## src/hw/cpu_params.svh

```systemverilog
`ifndef CPU_PARAMS_SVH
`define CPU_PARAMS_SVH

// datapath width in bits
`define CPU_DATA_W 32

// general purpose register file
`define CPU_REG_COUNT 16
`define CPU_REG_IDX_W 4

// first instruction fetch address
`define CPU_RESET_VEC 32'h0000_0000

// byte distance between consecutive instruction words
`define CPU_PC_STEP 32'd4

`endif

```

## src/hw/cpu_isa_pkg.sv

```systemverilog
`default_nettype none

package cpu_isa_pkg;

	`include "cpu_params.svh"

	typedef logic [`CPU_DATA_W-1:0] word_t;
	typedef logic [`CPU_DATA_W-1:0] addr_t;
	typedef logic [`CPU_REG_IDX_W-1:0] reg_idx_t;

	typedef enum logic [3:0] {
		T_INH = 4'd0,
		T_CMP = 4'd3,
		T_ALU = 4'd9,
		T_LDI = 4'd10, // long form only, value in next word
		T_LOAD = 4'd11,
		T_STORE = 4'd12,
		T_BRANCH = 4'd13
	} instr_type_t;

	typedef enum logic [2:0] {
		ALU_AND = 3'd0,
		ALU_OR = 3'd1,
		ALU_ADD = 3'd2,
		ALU_SUB = 3'd3,
		ALU_LSL = 3'd4,
		ALU_ASR = 3'd5,
		ALU_LSR = 3'd6,
		ALU_XOR = 3'd7
	} alu_op_t;

	// flags packed as {ltu, lt, eq}
	typedef logic [2:0] ccr_t;
	localparam int CCR_LTU = 2;
	localparam int CCR_LT = 1;
	localparam int CCR_EQ = 0;

endpackage

`default_nettype wire

```

## src/hw/cpu_ctrl_pkg.sv

```systemverilog
`default_nettype none

package cpu_ctrl_pkg;

	typedef enum logic [4:0] {
		S_RESET, S_FETCH, S_EVAL, S_ARG,
		S_ALU, S_ALU2, S_MDR2RA,
		S_CMP, S_CMP2,
		S_LOAD, S_LOAD2, S_LOAD3,
		S_STORE, S_STORE2, S_STORE3,
		S_BRANCH,
		S_HALT
	} state_t;

	typedef enum logic {ALU_B, ALU_SVAL} alu_in_t;

	typedef enum logic [1:0] {MAR_MAR, MAR_ALU, MAR_BUS} mar_sel_t;

	typedef enum logic [1:0] {MDR_MDR, MDR_BUS, MDR_ALU, MDR_B} mdr_sel_t;

	typedef enum logic [1:0] {
		PC_PC,
		PC_NEXT,
		PC_REL // next instruction plus sval
	} pc_sel_t;

	typedef enum logic {REG_ALU, REG_MDR} reg_sel_t;

	typedef enum logic {ADDR_PC, ADDR_MAR} addr_sel_t;

endpackage

`default_nettype wire

```

## src/hw/cpu_alu.sv

```systemverilog
`timescale 1ns/1ps
`default_nettype none

`include "cpu_params.svh"

module cpu_alu import cpu_isa_pkg::*; (
	input wire word_t in_a,
	input wire word_t in_b,
	input wire alu_op_t func,
	output word_t result,
	output ccr_t flags
);

	logic [4:0] shamt;
	logic [`CPU_DATA_W:0] diff;

	assign shamt = in_b[4:0];
	assign diff = {1'b0, in_a} - {1'b0, in_b};

	always_comb begin
		case (func)
			ALU_AND: result = in_a & in_b;
			ALU_OR: result = in_a | in_b;
			ALU_ADD: result = in_a + in_b;
			ALU_SUB: result = diff[`CPU_DATA_W-1:0];
			ALU_LSL: result = in_a << shamt;
			ALU_ASR: result = word_t'($signed(in_a) >>> shamt);
			ALU_LSR: result = in_a >> shamt;
			ALU_XOR: result = in_a ^ in_b;
			default: result = '0;
		endcase
	end

	// flags come from in_a - in_b whatever func is
	always_comb begin
		flags = '0;
		flags[CCR_LTU] = diff[`CPU_DATA_W]; // borrow out
		flags[CCR_LT] = $signed(in_a) < $signed(in_b);
		flags[CCR_EQ] = (in_a == in_b);
	end

endmodule

`default_nettype wire

```

## src/hw/cpu_regfile.sv

```systemverilog
`timescale 1ns/1ps
`default_nettype none

`include "cpu_params.svh"

module cpu_regfile import cpu_isa_pkg::*; (
	input wire logic clk_i,
	input wire logic rst_i,
	input wire reg_idx_t read_addr1,
	input wire reg_idx_t read_addr2,
	input wire reg_idx_t write_addr,
	input wire logic write_en,
	input wire word_t write_data,
	output word_t read_data1,
	output word_t read_data2
);

	word_t regs [`CPU_REG_COUNT];

	always_ff @(posedge clk_i or posedge rst_i) begin
		if (rst_i) begin
			for (int i = 0; i < `CPU_REG_COUNT; i++)
				regs[i] <= '0;
		end else if (write_en) begin
			regs[write_addr] <= write_data;
		end
	end

	// combinational reads
	assign read_data1 = regs[read_addr1];
	assign read_data2 = regs[read_addr2];

endmodule

`default_nettype wire

```

## src/hw/cpu_path_regs.sv

```systemverilog
`timescale 1ns/1ps
`default_nettype none

`include "cpu_params.svh"

module cpu_path_regs import cpu_isa_pkg::*, cpu_ctrl_pkg::*; (
	input wire logic clk_i,
	input wire logic rst_i,
	input wire logic ir_write,
	input wire logic a_write,
	input wire logic b_write,
	input wire logic ccr_write,
	input wire alu_in_t alu2sel,
	input wire mar_sel_t marsel,
	input wire mdr_sel_t mdrsel,
	input wire pc_sel_t pcsel,
	input wire reg_sel_t regsel,
	input wire addr_sel_t addrsel,
	input wire word_t reg_data1,
	input wire word_t reg_data2,
	input wire word_t alu_result,
	input wire ccr_t alu_flags,
	input wire word_t bus_rdata,
	output word_t ir,
	output ccr_t ccr,
	output word_t alu_a,
	output word_t alu_b,
	output word_t reg_wdata,
	output addr_t bus_addr,
	output word_t bus_wdata
);

	word_t a, b, mdr, sval;
	addr_t mar, pc;
	ccr_t ccr_in;

	assign sval = {{(`CPU_DATA_W-15){ir[15]}}, ir[15:1]};

	// lt mirrors ltu in an unsigned cmp
	always_comb begin
		ccr_in = alu_flags;
		if (!ir[24])
			ccr_in[CCR_LT] = alu_flags[CCR_LTU];
	end

	always_ff @(posedge clk_i or posedge rst_i) begin
		if (rst_i) begin
			ir <= '0;
			ccr <= '0;
			pc <= `CPU_RESET_VEC;
		end else begin
			if (ir_write)
				ir <= bus_rdata;
			if (ccr_write)
				ccr <= ccr_in;
			case (pcsel)
				PC_NEXT: pc <= pc + `CPU_PC_STEP;
				PC_REL: pc <= pc + sval; // pc already points past the branch
				default: pc <= pc;
			endcase
		end
	end

	always_ff @(posedge clk_i) begin
		if (a_write)
			a <= reg_data1;
		if (b_write)
			b <= reg_data2;
		case (marsel)
			MAR_ALU: mar <= alu_result;
			MAR_BUS: mar <= bus_rdata;
			default: mar <= mar;
		endcase
		case (mdrsel)
			MDR_BUS: mdr <= bus_rdata;
			MDR_ALU: mdr <= alu_result;
			MDR_B: mdr <= b;
			default: mdr <= mdr;
		endcase
	end

	assign alu_a = a;
	assign alu_b = (alu2sel == ALU_SVAL) ? sval : b;
	assign reg_wdata = (regsel == REG_MDR) ? mdr : alu_result;
	assign bus_addr = (addrsel == ADDR_MAR) ? mar : pc;
	assign bus_wdata = mdr;

endmodule

`default_nettype wire

```

## src/hw/cpu_control.sv

```systemverilog
`timescale 1ns/1ps
`default_nettype none

module cpu_control import cpu_isa_pkg::*, cpu_ctrl_pkg::*; (
	input wire logic clk_i,
	input wire logic rst_i,
	input wire word_t ir,
	input wire ccr_t ccr,
	input wire logic bus_ack,
	output logic ir_write,
	output logic a_write,
	output logic b_write,
	output logic ccr_write,
	output alu_op_t alu_func,
	output alu_in_t alu2sel,
	output mar_sel_t marsel,
	output mdr_sel_t mdrsel,
	output pc_sel_t pcsel,
	output reg_sel_t regsel,
	output addr_sel_t addrsel,
	output reg_idx_t reg_read_addr1,
	output reg_idx_t reg_read_addr2,
	output reg_idx_t reg_write_addr,
	output logic reg_write,
	output logic bus_cyc,
	output logic bus_write,
	output logic halt
);

	state_t state, state_next;
	instr_type_t ir_type;
	logic [3:0] ir_op;
	reg_idx_t ir_ra, ir_rb, ir_rc;
	logic ir_size;
	logic ltu, lt, eq;

	assign ir_type = instr_type_t'(ir[31:28]);
	assign ir_op = ir[27:24];
	assign ir_ra = ir[23:20];
	assign ir_rb = ir[19:16];
	assign ir_rc = ir[15:12];
	assign ir_size = ir[0];
	assign ltu = ccr[CCR_LTU];
	assign lt = ccr[CCR_LT];
	assign eq = ccr[CCR_EQ];

	assign halt = (state == S_HALT);

	always_ff @(posedge clk_i or posedge rst_i) begin
		if (rst_i)
			state <= S_RESET;
		else
			state <= state_next;
	end

	always_comb begin
		state_next = state;
		ir_write = 1'b0;
		a_write = 1'b0;
		b_write = 1'b0;
		ccr_write = 1'b0;
		alu_func = ALU_ADD;
		alu2sel = ALU_B;
		marsel = MAR_MAR;
		mdrsel = MDR_MDR;
		pcsel = PC_PC;
		regsel = REG_ALU;
		addrsel = ADDR_PC;
		reg_read_addr1 = ir_ra;
		reg_read_addr2 = ir_rb;
		reg_write_addr = ir_ra;
		reg_write = 1'b0;
		bus_cyc = 1'b0;
		bus_write = 1'b0;

		case (state)
			S_RESET: state_next = S_FETCH;
			S_FETCH: begin
				bus_cyc = 1'b1;
				if (bus_ack) begin
					ir_write = 1'b1;
					pcsel = PC_NEXT;
					state_next = S_EVAL;
				end
			end
			S_EVAL: begin
				a_write = 1'b1; // A <= rA
				b_write = 1'b1; // B <= rB
				if (ir_type == T_LDI)
					state_next = ir_size ? S_ARG : S_HALT;
				else if (ir_size)
					state_next = S_HALT;
				else
					case (ir_type)
						T_INH: state_next = (ir_op == 4'h0) ? S_FETCH : S_HALT; // only op 0 is nop
						T_CMP: state_next = (ir_op[3:1] == 3'h0) ? S_CMP : S_HALT;
						T_ALU: state_next = S_ALU;
						T_LOAD: state_next = (ir_op == 4'h0) ? S_LOAD : S_HALT;
						T_STORE: state_next = (ir_op == 4'h0) ? S_STORE : S_HALT;
						T_BRANCH: state_next = S_BRANCH;
						default: state_next = S_HALT;
					endcase
			end
			S_ARG: begin
				bus_cyc = 1'b1;
				if (bus_ack) begin
					marsel = MAR_BUS;
					mdrsel = MDR_BUS;
					pcsel = PC_NEXT; // skip the argument word
					state_next = S_MDR2RA;
				end
			end
			S_ALU: begin
				reg_read_addr1 = ir_rb;
				reg_read_addr2 = ir_rc;
				a_write = 1'b1; // A <= rB
				b_write = 1'b1; // B <= rC
				state_next = S_ALU2;
			end
			S_ALU2: begin
				alu_func = alu_op_t'(ir_op[2:0]);
				alu2sel = ir_op[3] ? ALU_SVAL : ALU_B; // op bit 3 picks immediate
				mdrsel = MDR_ALU;
				state_next = S_MDR2RA;
			end
			S_MDR2RA: begin
				regsel = REG_MDR;
				reg_write = 1'b1;
				state_next = S_FETCH;
			end
			S_CMP: begin
				alu_func = ALU_SUB;
				state_next = S_CMP2;
			end
			S_CMP2: begin
				alu_func = ALU_SUB;
				ccr_write = 1'b1;
				state_next = S_FETCH;
			end
			S_LOAD: begin
				reg_read_addr1 = ir_rb;
				a_write = 1'b1;
				state_next = S_LOAD2;
			end
			S_LOAD2: begin
				alu2sel = ALU_SVAL;
				marsel = MAR_ALU; // rB + sval
				state_next = S_LOAD3;
			end
			S_LOAD3: begin
				addrsel = ADDR_MAR;
				bus_cyc = 1'b1;
				if (bus_ack) begin
					mdrsel = MDR_BUS;
					state_next = S_MDR2RA;
				end
			end
			S_STORE: begin
				reg_read_addr1 = ir_rb;
				reg_read_addr2 = ir_ra;
				a_write = 1'b1; // A <= rB
				b_write = 1'b1; // B <= rA as store data
				state_next = S_STORE2;
			end
			S_STORE2: begin
				alu2sel = ALU_SVAL;
				marsel = MAR_ALU;
				mdrsel = MDR_B;
				state_next = S_STORE3;
			end
			S_STORE3: begin
				addrsel = ADDR_MAR;
				bus_cyc = 1'b1;
				bus_write = 1'b1;
				if (bus_ack)
					state_next = S_FETCH;
			end
			S_BRANCH: begin
				case (ir_op)
					4'h0: pcsel = PC_REL; // bra
					4'h1: if (eq) pcsel = PC_REL;
					4'h2: if (!eq) pcsel = PC_REL;
					4'h3: if (!(ltu || eq)) pcsel = PC_REL; // bgtu
					4'h4: if (!(lt || eq)) pcsel = PC_REL;
					4'h5: if (!lt) pcsel = PC_REL;
					4'h6: if (lt || eq) pcsel = PC_REL;
					4'h7: if (lt) pcsel = PC_REL;
					4'h8: if (!ltu) pcsel = PC_REL; // bgeu
					4'h9: if (ltu) pcsel = PC_REL;
					4'ha: if (ltu || eq) pcsel = PC_REL;
					default: pcsel = PC_PC; // never
				endcase
				state_next = S_FETCH;
			end
			S_HALT: state_next = S_HALT;
			default: state_next = S_HALT;
		endcase
	end

endmodule

`default_nettype wire

```

## src/hw/cpu_top.sv

```systemverilog
`timescale 1ns/1ps
`default_nettype none

module cpu_top import cpu_isa_pkg::*, cpu_ctrl_pkg::*; (
	input wire logic clk_i,
	input wire logic rst_i,
	output logic bus_cyc,
	output logic bus_write,
	input wire logic bus_ack,
	output addr_t bus_addr,
	output word_t bus_wdata,
	input wire word_t bus_rdata,
	output logic halt
);

	word_t ir, reg_data1, reg_data2, reg_wdata, alu_a, alu_b, alu_result;
	ccr_t ccr, alu_flags;
	logic ir_write, a_write, b_write, ccr_write, reg_write;
	alu_op_t alu_func;
	alu_in_t alu2sel;
	mar_sel_t marsel;
	mdr_sel_t mdrsel;
	pc_sel_t pcsel;
	reg_sel_t regsel;
	addr_sel_t addrsel;
	reg_idx_t reg_read_addr1, reg_read_addr2, reg_write_addr;

	cpu_control i_control (
		.clk_i, .rst_i, .ir, .ccr, .bus_ack,
		.ir_write, .a_write, .b_write, .ccr_write,
		.alu_func, .alu2sel, .marsel, .mdrsel, .pcsel, .regsel, .addrsel,
		.reg_read_addr1, .reg_read_addr2, .reg_write_addr, .reg_write,
		.bus_cyc, .bus_write, .halt
	);

	cpu_regfile i_regfile (
		.clk_i, .rst_i,
		.read_addr1(reg_read_addr1),
		.read_addr2(reg_read_addr2),
		.write_addr(reg_write_addr),
		.write_en(reg_write),
		.write_data(reg_wdata),
		.read_data1(reg_data1),
		.read_data2(reg_data2)
	);

	cpu_alu i_alu (
		.in_a(alu_a), .in_b(alu_b), .func(alu_func),
		.result(alu_result), .flags(alu_flags)
	);

	cpu_path_regs i_path_regs (
		.clk_i, .rst_i, .ir_write, .a_write, .b_write, .ccr_write,
		.alu2sel, .marsel, .mdrsel, .pcsel, .regsel, .addrsel,
		.reg_data1, .reg_data2, .alu_result, .alu_flags, .bus_rdata,
		.ir, .ccr, .alu_a, .alu_b, .reg_wdata, .bus_addr, .bus_wdata
	);

endmodule

`default_nettype wire

```

## config.mk

```make
export PLATFORM = sky130hd
export DESIGN_NAME = cpu_top
export DESIGN_NICKNAME = d
export VERILOG_FILES = /design/src/hw/cpu_isa_pkg.sv /design/src/hw/cpu_ctrl_pkg.sv /design/src/hw/cpu_alu.sv /design/src/hw/cpu_regfile.sv /design/src/hw/cpu_path_regs.sv /design/src/hw/cpu_control.sv /design/src/hw/cpu_top.sv
export VERILOG_INCLUDE_DIRS = /design/src /design/src/hw
export SDC_FILE = /design/constraint.sdc
export NUM_CORES = 2
export LEC_CHECK = 0
export BUFFER_PORTS_ARGS = -buffer_cell sky130_fd_sc_hd__buf_2
export CAP_MARGIN = 20
export CORE_ASPECT_RATIO = 0.5
export CORE_MARGIN = 4
export CORE_UTILIZATION = 45
export DETAILED_ROUTE_END_ITERATION = 6
export SLEW_MARGIN = 20
export SYNTH_ARGS = -nofsm -noshare
export SYNTH_HDL_FRONTEND = slang
export SYNTH_SLANG_ARGS = --single-unit
export TNS_END_PERCENT = 30
```

## constraint.sdc

```tcl
create_clock -name clk_i -period 23.4 [get_ports clk_i]
set_clock_uncertainty 0.15 [all_clocks]
set_input_delay 1.17 -clock clk_i [delete_from_list [all_inputs] [get_ports clk_i]]
set_output_delay 1.17 -clock clk_i [all_outputs]
set_load 0.02 [all_outputs]
```

== Yosys cells after proc, flatten, opt, wreduce, memory -nomap -nowiden ==
Cells that the tools add are included.
Cells by class
  bitwise gates (word level): 6
  order comparisons: 5
  eq/ne operators: 50
  shifts and indexed selects: 3
  reduce and logical (&&, ||, !) cells: 22
  add/subtract/negate cells: 4
  mux-type cells: 59
Operators with widths (count)
  $bwmux W512: 1
  $bmux W32 S4: 2
  $mux W32: 8
  $pmux W32 S8: 1
  $demux W32 S4: 1
  $pmux W32 S2: 2
  $pmux W32 S3: 1
  $add A32 B32 Y32: 2
  $pmux W5 S12: 1
  $mux W5: 10
  $eq A5 B4 Y1 const B: 8
  $sub A32 B32 Y33: 1
  $add A32 B3 Y32 const B: 1
  $and A32 B32 Y32: 1
  $eq A32 B32 Y1: 1
  $eq A4 B4 Y1 const B: 8
  $lt A32 B32 Y1: 1
  $or A32 B32 Y32: 1
  $shl A32 B5 Y32: 1
  $shr A32 B5 Y32: 1
  $sshr A32 B5 Y32: 1
  $xor A32 B32 Y32: 1
  $pmux W5 S6: 1
  $mux W2: 11
  36 further kinds: 82
Word-level totals
  word-level logic and storage cells: 173
  register bits after elaboration: 712
  output and inout bits: 67

== Longest topological paths before layout ==
  depth in word-level cells: 8
  depth in mapped cells: 23
  depth with buffers taken out: 18

== Modules after synthesis ==
From an unflattened synthesis, not the netlist that was laid out.
Unflattened totals
  cells, all modules: 4169
  area, all modules: 47999.8 um^2
By module, submodules not included
  cpu_regfile: cells each 1681, instances 1, seq. area each 12812.3 um^2, area each 26629.3 um^2
  cpu_path_regs: cells each 965, instances 1, seq. area each 5520.3 um^2, area each 10978.0 um^2
  cpu_alu: cells each 1357, instances 1, seq. area each 0.0 um^2, area each 9262.6 um^2
  cpu_control: cells each 166, instances 1, seq. area each 125.1 um^2, area each 1129.8 um^2

== Worst setup path before layout ==
OpenSTA, ideal clock, no wires.
  path kind: flip-flop to flip-flop
  start: register i_control.state[4]
  end: register i_path_regs.mdr[31] (netlist: i_path_regs.bus_wdata[31]), data pin
  library setup time: 0.275 ns
  arrival time: 5.339 ns
  cell stages (with the launch flop): 23
  data required time: 22.975 ns
  setup slack: 17.637 ns
  cell sequence: dfrtp_1 buf_6 or2_1 buf_6 o32ai_4 buf_2 mux2i_2 inv_2 buf_2 buf_2 buf_1 ha_1 or3b_2 nor2_1 mux2i_1 a41o_1 a2111oi_2 o21ai_0 a21o_1 mux2i_1 or4b_1 o211ai_1 a31oi_1
Between the ends
  longest elaborated chain between the ends: 7
RTL lines
  start: declaration: line cpu_control.sv:30  | state_t state, state_next;
  start signal: assignment: line cpu_control.sv:53  | state <= state_next;
  $eq A5 B4 Y1: line cpu_control.sv:76  | case (state)
  $reduce_or A2 Y1 (no source line)
  $pmux W1 S2: line cpu_control.sv:76
  $mux W32: line cpu_path_regs.sv:83  | assign alu_b = (alu2sel == ALU_SVAL) ? sval : b;
  $sub A32 B32 Y33 (tied with other cells): line cpu_alu.sv:18  | assign diff = {1'b0, in_a} - {1'b0, in_b};
  $pmux W32 S8: line cpu_alu.sv:21  | case (func)
  $pmux W32 S3 *: line cpu_path_regs.sv:74  | case (mdrsel)
  end signal: assignment: line cpu_path_regs.sv:75  | MDR_BUS: mdr <= bus_rdata;
  end signal: assignment: line cpu_path_regs.sv:76  | MDR_ALU: mdr <= alu_result;
  end signal: assignment: line cpu_path_regs.sv:78  | default: mdr <= mdr;
  end: declaration: line cpu_path_regs.sv:33  | word_t a, b, mdr, sval;
Mark *: on every way between the ends. The rest lies on a longest branch, timed or not.
A chain may end at the register's enable or synchronous reset.

== Worst setup path after layout ==
  start: register i_control.state[4]
  end: register i_path_regs.mar[29], data pin
Between the ends
  longest elaborated chain between the ends: 7
RTL lines
  $eq A5 B4 Y1: line cpu_control.sv:76
  $reduce_or A2 Y1 (no source line)
  $pmux W1 S2: line cpu_control.sv:76
  $mux W32: line cpu_path_regs.sv:83
  $sub A32 B32 Y33 (tied with other cells): line cpu_alu.sv:18
  $pmux W32 S8: line cpu_alu.sv:21
  $pmux W32 S2 *: line cpu_path_regs.sv:69  | case (marsel)
  end signal: assignment: line cpu_path_regs.sv:70  | MAR_ALU: mar <= alu_result;
  end signal: assignment: line cpu_path_regs.sv:71  | MAR_BUS: mar <= bus_rdata;
  end signal: assignment: line cpu_path_regs.sv:72  | default: mar <= mar;
  end: declaration: line cpu_path_regs.sv:34  | addr_t mar, pc;
Marked as above.

==> results.md <==
* Tmin final at 7110 ps
* Ys Warns at 0
* Max_cap viols at 0
* DR DRC count at 0
* Crit Reg-Reg Startpoint: i_control.state[4]
* R2r worst-path depth at 18
* Final setup vio count at 0
* Number of flops mapped to enable cells by yosys at 128
* FFs w/ async S/R, synth at 82.0%
* FP Rows at 83
* Vias per cell at 6.72
* Area share of the largest cell type after synthesis at 30.9%
* Peak supply drop at 155 uV
* Hold path cells at 1
* Critical register-to-register path endpoint: i_path_regs.mar[29]
* Power Density at 89.4 nW/um^2
* Pleak at 0.0227 uW
* Synth Instances at 4305
* Mapped Avg Cell Area at 11.0 um^2
* Synthesis-to-finish area growth at 9.33%
* Vias in the first global route at 37114
* GR Overflow Total at 0
* Dpl hpwl at 130000 um
* First-pass GRT wire length at 273000 um
* Synth Cell Area at 47300 um^2
* WHS Endpoint: i_path_regs.pc[31]
* Core Footprint at 103000 um^2
* Beginning of the worst hold path: i_path_regs.pc[31]
* R2R setup slack at 16290 ps
* Most frequent cells in the layout: 587 x mux2_2, 583 x dfrtp_1, 368 x nand2_1
* Max FO, Critical Path at 35
* Slew margin rel. at 15.9%
* Period utilisation layout at 30.4%
* CP startpoint kind: register
* Tot GR Track Use at 33.7%
* Worst setup EP type: register
* Setup repair bufs after CTS at 0
* Fin nets at 4422
* Critical path class: register to register
* WL final at 189000 um
* CTS tree: done
* Antenna Violating Nets Remaining at 0
* H-tree depth at 3
* DR pass1 iterations at 6
* Post-synthesis sequential area ratio at 39.0%
* Port bufs at 101
* Fmax at 0.141 GHz
* Starting density of the core at 45.7%
* Chip width at 466 um
* Fraction of layout cells with a size suffix above 1 at 28.9%
* Hold buffer count at cts at 0
* DR iter-0 viols at 4600
* Die ar. at 111000 um^2
* Drt wl/cell at 33.0 um
* Top post-synthesis cells by area: dfrtp_1 31%, mux2_2 14%, mux4_2 12%
* RSZ-0062 raised after global routing: false
* Initial antenna violation count at 15
* Cell variety after synth at 100
* PostCTS Resize Cnt at 0
* Crit path DAT at 7330 ps
* Leading area contributor after synthesis: dfrtp_1
* Largest net degree at the start of global routing at 128
* RD Place Congestion at 1.07
* CTS clock-pin slew for the worst setup and hold paths at 70 ps
* # IOs at 102
* Final Power at 4620 uW
* Clk Latency, worst-skew pair at 670 ps
* Die Y at 237 um
* Net Count, Synth at 4472
* Post-Route Setup TNS at 0 ps
* Clock buffer depth at 3
* Worst-Margin Slew at 1260 ps
* Final Hold Violating Endpoints at 0
* Most common cell after layout, fill and taps aside: mux2_2
* Status: finished clean
* Top FF cell, synth: dfrtp_1
* Total CTS buffers at 71
* CP Data Required Time at 23620 ps
* Clock sinks at 712
* Min-Delay Path Class: register to register
* Root Buffer: clkbuf_16
* Routed vias at 38405
* Fin. max-slew vios at 0
* Register bit total from synthesis at 712
==> through the flow <==
step           utilization (%)  hold slack [ps]  instance area, um^2  instances  setup slack (ps)
6_report                  50.0              337                51700       5717             16290
5_1_grt                   50.0              363                51700       5714             16140
4_1_cts                   50.0              339                51700       5714             16520
3_5_place_dp              47.7              323                49300       5584             16560
3_3_place_gp              47.7              336                49300       5584             16700
2_1_floorplan                -              288                47300       4305              5740
==> cells by family (layout without fill, tap and decap cells) <==
| family | after synthesis | count (layout) | share of synthesized area, % |
|---|---|---|---|
| flops | 712 | 712 | 39.0 |
| fa+ha+maj | 133 | 133 | 3.55 |
| simple gates | 989 | 989 | 9.77 |
| xor+xnor | 63 | 63 | 1.17 |
| compound gates | 970 | 970 | 13.2 |
| buf+inv | 446 | 453 | 3.78 |
| other cells | 0 | 3 | 0 |
| mux | 992 | 992 | 29.5 |
==> final cells by class <==
type,count,area [um^2]
Inverter,111,425
Multi-Input combinational cell,3147,27300
Clock inverter,29,333
Timing Repair Buffer,212,1360
Antenna cell,3,7.51
Tap cell,1402,1750
Clock buffer,101,2060
Fill cell,9353,51700
Sequential cell,712,18500
==> power by group <==
part	internal (uW)	switching, uW
combinational	686	1140
clock	666	532
sequential	1420	177
total	2770	1850
==> worst max-delay path, stage by stage (launching register included) <==
cell and delay (ps):
dfrtp_1 620, or2_1 500, o32ai_4 250, buf_4 400, mux2i_4 290, buf_4 450
inv_2 390, ha_1 550, or4_1 540, o21ai_0 110, a2111oi_0 140, a211oi_1 630
a21oi_1 340, a221o_1 440, a31oi_1 270, o21bai_1 110, xnor2_1 140, a211oi_1 330
o31ai_1 120
==> synth_stat cells (all sizes together), types with 51 or more instances <==
cell / instances
a211oi: 96
clkbuf: 244
o21ai: 213
a21oi: 261
a31oi: 55
mux2i: 145
dfrtp: 584
buf: 91
nand3: 70
ha: 130
nor3: 64
mux4: 258
inv: 110
nor2: 223
mux2: 589
nor2b: 51
nand2: 370
edfxtp: 128
==> worst max-delay path by stage <==
stage / startpoint / endpoint / depth (start not counted)
6_report: i_control.state[4] / i_path_regs.mar[29] / 18
5_1_grt: i_control.state[4] / i_path_regs.mar[29] / 18
4_1_cts: i_control.state[4] / i_path_regs.mar[29] / 18
3_5_place_dp: i_control.state[3] / i_path_regs.mar[29] / 19
3_3_place_gp: i_control.state[4] / i_path_regs.mar[29] / 18
2_1_floorplan: rst_i / i_control.state[0] / 1
==> flip-flops by register name, summed over array words and instances, names as in the netlist <==
name,count
i_control.state,5
i_path_regs.alu_a,32
i_path_regs.b,32
i_path_regs.bus_wdata,32
i_path_regs.ccr,3
i_path_regs.ir,32
i_path_regs.mar,32
i_path_regs.pc,32
i_regfile.regs,512
==> layer usage <==
| layer | share of wire [%] | vias to the layer above | GRT usage (%) |
|---|---|---|---|
| li1 | - | 16185 | - |
| met3 | 10 | 354 | 7.57 |
| met5 | 0.012 | - | 0 |
| met1 | 44 | 19932 | 50.1 |
| met4 | 4.0 | 4 | 11.8 |
| met2 | 42 | 1930 | 48.3 |
Power figures use the tool's default switching activity.
